===== src/source/noc_defs.svh =====
`ifndef NOC_DEFS_SVH
`define NOC_DEFS_SVH

// ==============================
// Mesh and link sizing
// ==============================

`define NOC_NODE_COUNT 9
`define NOC_NODE_W 4
`define NOC_PKT_ID_W 5

// Packet queue entries in the splitter, and flits held by the link buffer
`define NOC_QUEUE_DEPTH 8
`define NOC_LINK_DEPTH 4

`endif


===== src/source/noc_pkg.sv =====
`include "noc_defs.svh"

package noc_pkg;

    // Upper two bits hold the column code, lower two bits the row code
    typedef logic [3:0] mesh_xy_t;

    // ==============================
    // Packet and flit formats
    // ==============================

    typedef struct packed {
        logic [71:0]               payload;
        logic [`NOC_NODE_W-1:0]    dest_node;
        logic [`NOC_PKT_ID_W-1:0]  packet_id;
    } packet_t;

    typedef struct packed {
        mesh_xy_t                  dest_xy;
        logic [7:0]                data;
        logic [`NOC_PKT_ID_W-1:0]  packet_id;
        logic [`NOC_NODE_W-1:0]    src_node;
        logic [3:0]                seq;
    } flit_t;

    typedef struct packed {
        logic [71:0]               payload;
        mesh_xy_t                  dest_xy;
        logic [`NOC_PKT_ID_W-1:0]  packet_id;
        logic [`NOC_NODE_W-1:0]    src_node;
    } out_packet_t;

endpackage


===== src/source/sync_queue.sv =====
module sync_queue #(
    parameter int  DEPTH   = 4,
    parameter type entry_t = logic [7:0]
) (
    input  logic   clk,
    input  logic   rst_n,
    input  logic   push,
    input  entry_t push_data,
    input  logic   pop,
    output entry_t pop_data,
    output logic   not_empty,
    output logic   not_full
);

    localparam int PTR_W = (DEPTH > 1) ? $clog2(DEPTH) : 1;
    localparam logic [PTR_W-1:0] LAST_PTR = PTR_W'(DEPTH - 1);

    entry_t           mem [DEPTH];
    logic [PTR_W-1:0] head;
    logic [PTR_W-1:0] tail;
    logic [PTR_W:0]   count;
    logic             do_push;
    logic             do_pop;

    assign not_empty = (count != '0);
    assign not_full  = (count != (PTR_W + 1)'(DEPTH));

    // A push into a full queue or a pop from an empty one has no effect
    assign do_push = push && not_full;
    assign do_pop  = pop && not_empty;

    assign pop_data = mem[head];

    always_ff @(posedge clk or negedge rst_n) begin
        if (!rst_n) begin
            head  <= '0;
            tail  <= '0;
            count <= '0;
        end else begin
            if (do_push) begin
                tail <= (tail == LAST_PTR) ? '0 : tail + 1'b1;
            end
            if (do_pop) begin
                head <= (head == LAST_PTR) ? '0 : head + 1'b1;
            end
            case ({do_push, do_pop})
                2'b10:   count <= count + 1'b1;
                2'b01:   count <= count - 1'b1;
                default: count <= count;
            endcase
        end
    end

    always_ff @(posedge clk) begin
        if (do_push) begin
            mem[tail] <= push_data;
        end
    end

endmodule


===== src/source/packet_splitter.sv =====
`include "noc_defs.svh"

module packet_splitter #(
    parameter int NODE_ID = 0
) (
    input  logic             clk,
    input  logic             rst_n,
    input  logic             in_valid,
    input  noc_pkg::packet_t in_pkt,
    output logic             in_ready,
    output logic             flit_valid,
    output noc_pkg::flit_t   flit,
    input  logic             credit_return
);

    import noc_pkg::*;

    localparam int MESH_DIM = 3;
    localparam int CREDIT_W = $clog2(`NOC_LINK_DEPTH + 1);
    localparam logic [3:0] LAST_SEQ = 4'd8;

    packet_t             head_pkt;
    logic                head_valid;
    logic                send;
    logic                last_flit;
    logic [3:0]          byte_cnt;
    logic [CREDIT_W-1:0] credit_cnt;

    // Node n sits at column n mod 3 and row n div 3, anything past the mesh is 1111
    function automatic mesh_xy_t mesh_encode(input logic [`NOC_NODE_W-1:0] node);
        int unsigned col;
        int unsigned row;
        col = node % MESH_DIM;
        row = node / MESH_DIM;
        if (node >= `NOC_NODE_COUNT) begin
            return 4'b1111;
        end
        return {col[1:0], row[1:0]};
    endfunction

    // ==============================
    // Packet queue
    // ==============================

    sync_queue #(
        .DEPTH   (`NOC_QUEUE_DEPTH),
        .entry_t (packet_t)
    ) u_pkt_queue (
        .clk       (clk),
        .rst_n     (rst_n),
        .push      (in_valid),
        .push_data (in_pkt),
        .pop       (last_flit),
        .pop_data  (head_pkt),
        .not_empty (head_valid),
        .not_full  (in_ready)
    );

    // ==============================
    // Flit generation and credits
    // ==============================

    // A flit may only leave while the link buffer has a free slot reserved for it
    assign send      = head_valid && (credit_cnt != '0);
    assign last_flit = send && (byte_cnt == LAST_SEQ);

    always_ff @(posedge clk or negedge rst_n) begin
        if (!rst_n) begin
            flit_valid <= 1'b0;
            byte_cnt   <= '0;
            credit_cnt <= CREDIT_W'(`NOC_LINK_DEPTH);
        end else begin
            flit_valid <= send;
            if (send) begin
                byte_cnt <= last_flit ? '0 : byte_cnt + 4'd1;
            end
            // Sending and a returned credit in the same cycle cancel out
            case ({send, credit_return})
                2'b10:   credit_cnt <= credit_cnt - 1'b1;
                2'b01:   credit_cnt <= credit_cnt + 1'b1;
                default: credit_cnt <= credit_cnt;
            endcase
        end
    end

    // Byte 0 is the most significant byte of the payload
    always_ff @(posedge clk) begin
        if (send) begin
            flit.dest_xy   <= mesh_encode(head_pkt.dest_node);
            flit.data      <= head_pkt.payload[(LAST_SEQ - byte_cnt) * 8 +: 8];
            flit.packet_id <= head_pkt.packet_id;
            flit.src_node  <= NODE_ID[`NOC_NODE_W-1:0];
            flit.seq       <= byte_cnt;
        end
    end

endmodule


===== src/source/flit_assembler.sv =====
module flit_assembler (
    input  logic                 clk,
    input  logic                 rst_n,
    input  logic                 link_valid,
    input  noc_pkg::flit_t       link_flit,
    output logic                 link_pop,
    output logic                 out_valid,
    output noc_pkg::out_packet_t out_pkt,
    input  logic                 out_ready
);

    localparam logic [3:0] LAST_SEQ = 4'd8;

    logic take;
    logic last_flit;

    // ==============================
    // Link side
    // ==============================

    assign take = out_valid && out_ready;

    // A finished packet blocks the link until the consumer takes it
    assign link_pop  = link_valid && (!out_valid || out_ready);
    assign last_flit = link_pop && (link_flit.seq == LAST_SEQ);

    // ==============================
    // Output register
    // ==============================

    always_ff @(posedge clk or negedge rst_n) begin
        if (!rst_n) begin
            out_valid <= 1'b0;
        end else if (last_flit) begin
            out_valid <= 1'b1;
        end else if (take) begin
            out_valid <= 1'b0;
        end
    end

    // The packet is built in place, since a pop never happens while a finished
    // packet is still waiting
    always_ff @(posedge clk) begin
        if (link_pop) begin
            out_pkt.payload[(LAST_SEQ - link_flit.seq) * 8 +: 8] <= link_flit.data;
            out_pkt.dest_xy   <= link_flit.dest_xy;
            out_pkt.packet_id <= link_flit.packet_id;
            out_pkt.src_node  <= link_flit.src_node;
        end
    end

endmodule


===== src/source/noc_link.sv =====
`include "noc_defs.svh"

module noc_link #(
    parameter int NODE_ID = 0
) (
    input  logic                 clk,
    input  logic                 rst_n,
    input  logic                 in_valid,
    input  noc_pkg::packet_t     in_pkt,
    output logic                 in_ready,
    output logic                 out_valid,
    output noc_pkg::out_packet_t out_pkt,
    input  logic                 out_ready
);

    import noc_pkg::*;

    logic  flit_valid;
    flit_t flit;
    logic  link_valid;
    flit_t link_flit;
    logic  link_pop;

    packet_splitter #(
        .NODE_ID (NODE_ID)
    ) u_splitter (
        .clk           (clk),
        .rst_n         (rst_n),
        .in_valid      (in_valid),
        .in_pkt        (in_pkt),
        .in_ready      (in_ready),
        .flit_valid    (flit_valid),
        .flit          (flit),
        .credit_return (link_pop)
    );

    // Credits guarantee room, so the full flag of the link buffer is not needed
    sync_queue #(
        .DEPTH   (`NOC_LINK_DEPTH),
        .entry_t (flit_t)
    ) u_link_buf (
        .clk       (clk),
        .rst_n     (rst_n),
        .push      (flit_valid),
        .push_data (flit),
        .pop       (link_pop),
        .pop_data  (link_flit),
        .not_empty (link_valid),
        .not_full  ()
    );

    flit_assembler u_assembler (
        .clk        (clk),
        .rst_n      (rst_n),
        .link_valid (link_valid),
        .link_flit  (link_flit),
        .link_pop   (link_pop),
        .out_valid  (out_valid),
        .out_pkt    (out_pkt),
        .out_ready  (out_ready)
    );

endmodule


===== config.mk =====
export PLATFORM = sky130hd
export DESIGN_NAME = noc_link
export DESIGN_NICKNAME = d
export VERILOG_FILES = /design/src/source/noc_pkg.sv /design/src/source/sync_queue.sv /design/src/source/packet_splitter.sv /design/src/source/flit_assembler.sv /design/src/source/noc_link.sv
export VERILOG_INCLUDE_DIRS = /design/src /design/src/source
export SDC_FILE = /design/constraint.sdc
export NUM_CORES = 1
export LEC_CHECK = 0
export BUFFER_PORTS_ARGS = -buffer_cell sky130_fd_sc_hd__buf_2
export CAP_MARGIN = 20
export CORE_UTILIZATION = 61
export CTS_BUF_LIST = sky130_fd_sc_hd__clkbuf_8
export CTS_CLUSTER_SIZE = 20
export DETAILED_ROUTE_END_ITERATION = 6
export GPL_TIMING_DRIVEN = 0
export HOLD_SLACK_MARGIN = 0.06
export PLACE_DENSITY = 0.79
export SYNTH_ARGS = -nofsm -noshare
export SYNTH_HDL_FRONTEND = slang
export SYNTH_SLANG_ARGS = --single-unit

===== constraint.sdc =====
create_clock -name clk -period 10.3 [get_ports clk]
set_input_delay 0 -clock clk [delete_from_list [all_inputs] [get_ports clk]]
set_output_delay 0 -clock clk [all_outputs]
set_load 0.1 [all_outputs]

* Word level (Yosys, flattened, before mapping) *
Memories as Yosys holds them, arrays and structs flattened.
Index checks and enable logic that the tools add are counted.
Widths: inputs -> output; s select.

storage, ports and cells
  memories kept = 2
  register bits after elaboration = 132
  logic and storage cells = 91
  output and inout bits = 87
  RAM bits = 732

memory list
  memory                      words  bits a word  rd ports  clocked after memory_dff  write ports  RTL line          source
  u_splitter.u_pkt_queue.mem  8      81           1         0                         1            sync_queue.sv:18  entry_t mem [DEPTH];
  u_link_buf.mem              4      21           1         0                         1            sync_queue.sv:18

operators by class
  add/sub/neg operators = 14
  reduce and logical (&&, ||, !) cells = 18
  shift operators = 3
  mux-type cells = 19
  magnitude comparators = 1
  divide/modulo/power cells = 2
  equality and inequality tests = 14

operator list
  operator                 count
  $bwmux 72                1
  $shift 8x34->72 const A  1
  $shiftx 72x33->8         1
  $shiftx 8x34->72         1
  $neg 32->34              1
  $div 4x2->32 const B     1
  $mod 4x2->32 const B     1
  $add 3x1->3 const B      4
  $mux 4                   3
  $pmux 3 s2               2
  $eq 2x2->1 const B       5
  $sub 4x4->5 const A      2
  $logic_and 1x1->1        9
  $add 4x1->4 const B      2
  $eq 4x4->1 const B       2
  $mux 1                   8
  $pmux 4 s2               1
  $reduce_bool 2->1        4
  $eq 2x1->1 const B       3
  $eq 3x3->1 const B       2
  $mux 3                   2
  $reduce_bool 3->1        2
  $sub 3x1->3 const B      2
  $add 2x1->2 const B      2
  other kinds (8)          9

* Logic depth before layout (Yosys ltp) *
  word-level depth = 6
  depth in mapped cells = 15

* Cells and area by module *
A second synthesis with hierarchy kept.

second synthesis, totals
  cells, all modules = 1577
  area, all modules = 34578.2 µm²

by module, submodules not included
  module                               times used  cells an instance  area an instance (µm²)
  sync_queue (u_splitter.u_pkt_queue)  1           1003               24992.7
  sync_queue (u_link_buf)              1           171                4136.5
  flit_assembler                       1           255                3514.6
  packet_splitter                      1           148                1934.4

* Worst setup path after synthesis *
Ideal clock, no wire load.

  path kind = flip-flop to flip-flop
  start = register u_splitter.u_pkt_queue.count[0]
  end = memory u_splitter.u_pkt_queue.mem[0][0] (netlist bit), enable pin
  buffers on the path = 0
  required time = 9.576 ns
  library setup time = 0.724 ns
  period minus slack after synthesis = 9.982 ns
  arrival = 9.259 ns
  slack = 0.318 ns
  cell stages (with the launch flop) = 5
  path through = dfrtp_1 > nor3_1 > nand2_1 > nand2_1 > nor4_1

on the way
  longest elaborated chain between the ends = 4

ends and longest elaborated chain
  what                          RTL line          source
  from (decl)                   sync_queue.sv:21  logic [PTR_W:0] count;
  from (signal assigned)        sync_queue.sv:47  2'b10: count <= count + 1'b1;
  from (signal assigned)        sync_queue.sv:48  2'b01: count <= count - 1'b1;
  from (signal assigned)        sync_queue.sv:49  default: count <= count;
  $ne 4x4->1                    sync_queue.sv:26  assign not_full = (count != (PTR_W + 1)'(DEPTH));
  net in_ready                  noc_link.sv:10    output logic in_ready,
  $logic_and 1x1->1             sync_queue.sv:29  assign do_push = push && not_full;
  $mux 1                        sync_queue.sv:55  if (do_push) begin
  $mux 1 (implied by the code)  sync_queue.sv:56  mem[tail] <= push_data;
  to (decl)                     sync_queue.sv:18

The timed path passes the listed nets, and every way through them passes these cells.

==> impl_metrics.env <==
export IMPL_status="finished clean"
export IMPL_drive_gt1_frac=0.2896
export IMPL_synth_area_leader_cell="edfxtp_1"
export IMPL_antenna_left=0
export IMPL_cp_end_kind="register"
export IMPL_design_area_mm2=0.04020
export IMPL_synth_ff_type="edfxtp_1"
export IMPL_synth_edff_count=834
export IMPL_h_tree_depth=4
export IMPL_synth_seq_cells=860
export IMPL_grt_setup_unrepaired="false"
export IMPL_period_share=0.4408
export IMPL_finalPower_mw=12.01
export IMPL_synth_area_leaders="edfxtp_1 (75%), mux4_2 (12%), mux2i_1 (2.3%)"
export IMPL_path_buf_inv=2
export IMPL_vias=18100
export IMPL_hp_class="in2reg"
export IMPL_routedWlPerCell_um=25.16
export IMPL_drv_slew=0
export IMPL_fin_crit_ns=4.540
export IMPL_crit_type="reg2reg"
export IMPL_ys_warn_count=0
export IMPL_syn_area_mm2=0.03353
export IMPL_stdcell_count=2967
export IMPL_clk_latency_ns=0.79
export IMPL_initial_core_util=0.6206
export IMPL_grt_usage=0.2771
export IMPL_startpoint_type="register"
export IMPL_worstPathCellList="buf_2 > mux4_2 > inv_2 > ha_1 > nand2b_1 > or3b_2 > ha_1 > nor4b_1 > o21ai_2 > a2111oi_2"
export IMPL_viasPerCell=6.100
export IMPL_antenna_found_initial=5
export IMPL_dp_cells=2556
export IMPL_wl_um=74650
export IMPL_rows=85
export IMPL_port_buffers=167
export IMPL_avgSynthCellArea_um2=20.62
export IMPL_peakVddDrop_uv=177.2
export IMPL_whs_ns=0.1253
export IMPL_die_width_um=236.5
export IMPL_place_area_mm2=0.03606
export IMPL_cpPeakStageDelay_ns=0.87
export IMPL_first_pass_iters=7
export IMPL_drt_iter0_markers=1551
export IMPL_io_pins=172
export IMPL_yosysSeqAreaShare=0.7664
export IMPL_cts_tree="yes"
export IMPL_grt_overflow=0
export IMPL_slowest_stage="a2111oi_2"
export IMPL_synth_distinct_cells=65
export IMPL_async_flop_share=0.03023
export IMPL_grt_pass1_wl_um=113400
export IMPL_syn_to_final_growth_pct=19.90
export IMPL_numClockSinks=860
export IMPL_p_leak_nw=13.76
export IMPL_slew_headroom=0.2679
export IMPL_die_h_um=236.5
export IMPL_worst_slew_pin_slew_ns=1.098
export IMPL_clock_path_buffers=3
export IMPL_drc=0
export IMPL_num_nets_final=2288
export IMPL_synth_top_cell_area_share=0.7469
export IMPL_grt_max_degree=26
export IMPL_cts_resized=0
export IMPL_cp_max_fo=9
export IMPL_setup_violations=0
export IMPL_synthesis_instances=1626
export IMPL_final_common_cell="edfxtp_1"
export IMPL_dp_hpwl_um=48730
export IMPL_globalplace_congestion=0.9038
export IMPL_core_area_mm2=0.05403
export IMPL_numCtsBuffers=132
export IMPL_root_buffer="clkbuf_8"
export IMPL_crit_family="compound AO/OA/AOI/OAI gates"
export IMPL_critical_path_most_common_cell="ha_1"
export IMPL_layout_common_cells="edfxtp_1 (834), buf_2 (195), mux4_2 (175), dlygate4sd3_1 (169), clkbuf_8 (140)"
export IMPL_clkTransAtPathRegs_ns=0.06
export IMPL_cap_violations=0
export IMPL_power_density_mw_per_mm2=298.7
export IMPL_arrival_ns=4.92
export IMPL_first_global_vias=19160
export IMPL_fin_skew_ns=0.03492
export IMPL_hold_viol_final=0
export IMPL_fmax_mhz=220.3
export IMPL_die_area_mm2=0.05591
export IMPL_required_ns=10.68
[timing repair]
| action | in CTS | in global routing |
|---|---|---|
| hold buffers | 170 | 0 |
| setup buffers | 0 | 0 |
| endpoints found under the hold margin | 775 | 0 |
[Yosys cell counts (11+ instances only)]
| master | instances |
|---|---|
| nand2_1 | 62 |
| dfrtp_1 | 25 |
| nor2b_1 | 11 |
| and2_1 | 11 |
| mux2_2 | 15 |
| a21oi_1 | 27 |
| a22oi_1 | 13 |
| buf_2 | 25 |
| ha_1 | 28 |
| buf_4 | 14 |
| inv_1 | 29 |
| clkbuf_1 | 18 |
| o21ai_0 | 21 |
| mux4_2 | 175 |
| edfxtp_1 | 834 |
| mux2i_1 | 76 |
| nor3_1 | 21 |
| nor2_1 | 94 |
[per-stage QoR]
stage / TNS, ns / setup WS [ns] / util
after floorplan: 0 / 0.3175 / -
after global placement: -1257.93 / -6.421 / 0.6524
after detailed placement: 0 / 5.699 / 0.6674
after CTS: 0 / 5.631 / 0.7426
after global routing: 0 / 5.486 / 0.7440
final: 0 / 5.760 / 0.7441
[worst reg2reg max path, stage by stage, from the launching register on]
cell	delay (ns)
dfrtp_1	0.38
buf_2	0.22
mux4_2	0.61
inv_2	0.16
ha_1	0.30
nand2b_1	0.18
or3b_2	0.51
ha_1	0.39
nor4b_1	0.30
o21ai_2	0.21
a2111oi_2	0.87
[cell families (layout without fill, tap and decap cells)]
family / count (synthesis) / after routing / share of synthesized area
AOI/OAI and AO/OA: 108 / 108 / 0.02101
other: 1 / 6 / 0.0001118
adders and majority gates: 31 / 31 / 0.01224
and+or+nand+nor: 238 / 238 / 0.03243
xor gates and xnor gates: 20 / 20 / 0.006082
buffers and inverters: 100 / 740 / 0.01504
muxes: 268 / 268 / 0.1467
DFF: 860 / 860 / 0.7664
[final cells by class]
class / count / area, um2
sequential: 860 / 25700
fill: 2993 / 13830
multi-input combinational: 669 / 7393
timing repair buffer: 409 / 3382
clock buffer: 140 / 1927
tap: 696 / 870.8
clock inverter: 91 / 422.9
buffer: 69 / 387.9
inverter: 31 / 116.4
antenna: 2 / 5.005
[registers in the layout, summed over array words and instances, names as in the netlist, 3 cells and up]
name	count
u_link_buf.mem	84
u_splitter.u_pkt_queue.tail	3
u_splitter.byte_cnt	4
u_assembler.out_pkt	81
u_splitter.u_pkt_queue.mem	648
u_splitter.credit_cnt	3
u_splitter.u_pkt_queue.head	3
u_splitter.u_pkt_queue.count	4
u_splitter.flit	21
u_link_buf.count	3
[path summary, 6_finish.rpt]
check                                              startpoint                                    endpoint  slack, ns  depth (start not counted)
min in group asynchronous                               rst_n           u_assembler.out_valid$_DFFE_PN0P_       0.32                          4
min reg2reg                u_splitter.byte_cnt[3]$_DFFE_PN0P_                u_splitter.flit[3]$_DFFE_PP_       0.47                          0
min                                                 in_pkt[2]  u_splitter.u_pkt_queue.mem[7][2]$_DFFE_PP_       0.13                          2
max                            u_link_buf.head[0]$_DFFE_PN0P_           u_assembler.out_pkt[14]$_DFFE_PP_       5.76                         10
max in group asynchronous                               rst_n  u_splitter.u_pkt_queue.head[2]$_DFFE_PN0P_       9.80                          4
max reg2reg                    u_link_buf.head[0]$_DFFE_PN0P_           u_assembler.out_pkt[14]$_DFFE_PP_       5.76                         10
[power by group]
group          leakage (nW)  internal [mW]  total [mW]  switching [mW]
Combinational          4.54           1.62        4.54            2.92
Sequential             7.92           4.69        4.92           0.229
Clock                  1.31           1.28        2.54            1.26
[layer usage]
metal	track usage	vias to the layer above	part of all wire
met5	0	-	0.00071
met4	0.1196	8	0.032
met3	0.05188	185	0.069
met2	0.4717	884	0.52
met1	0.3523	9293	0.38
li1	-	7728	-
Note: power is estimated with default switching activity, not from simulation.
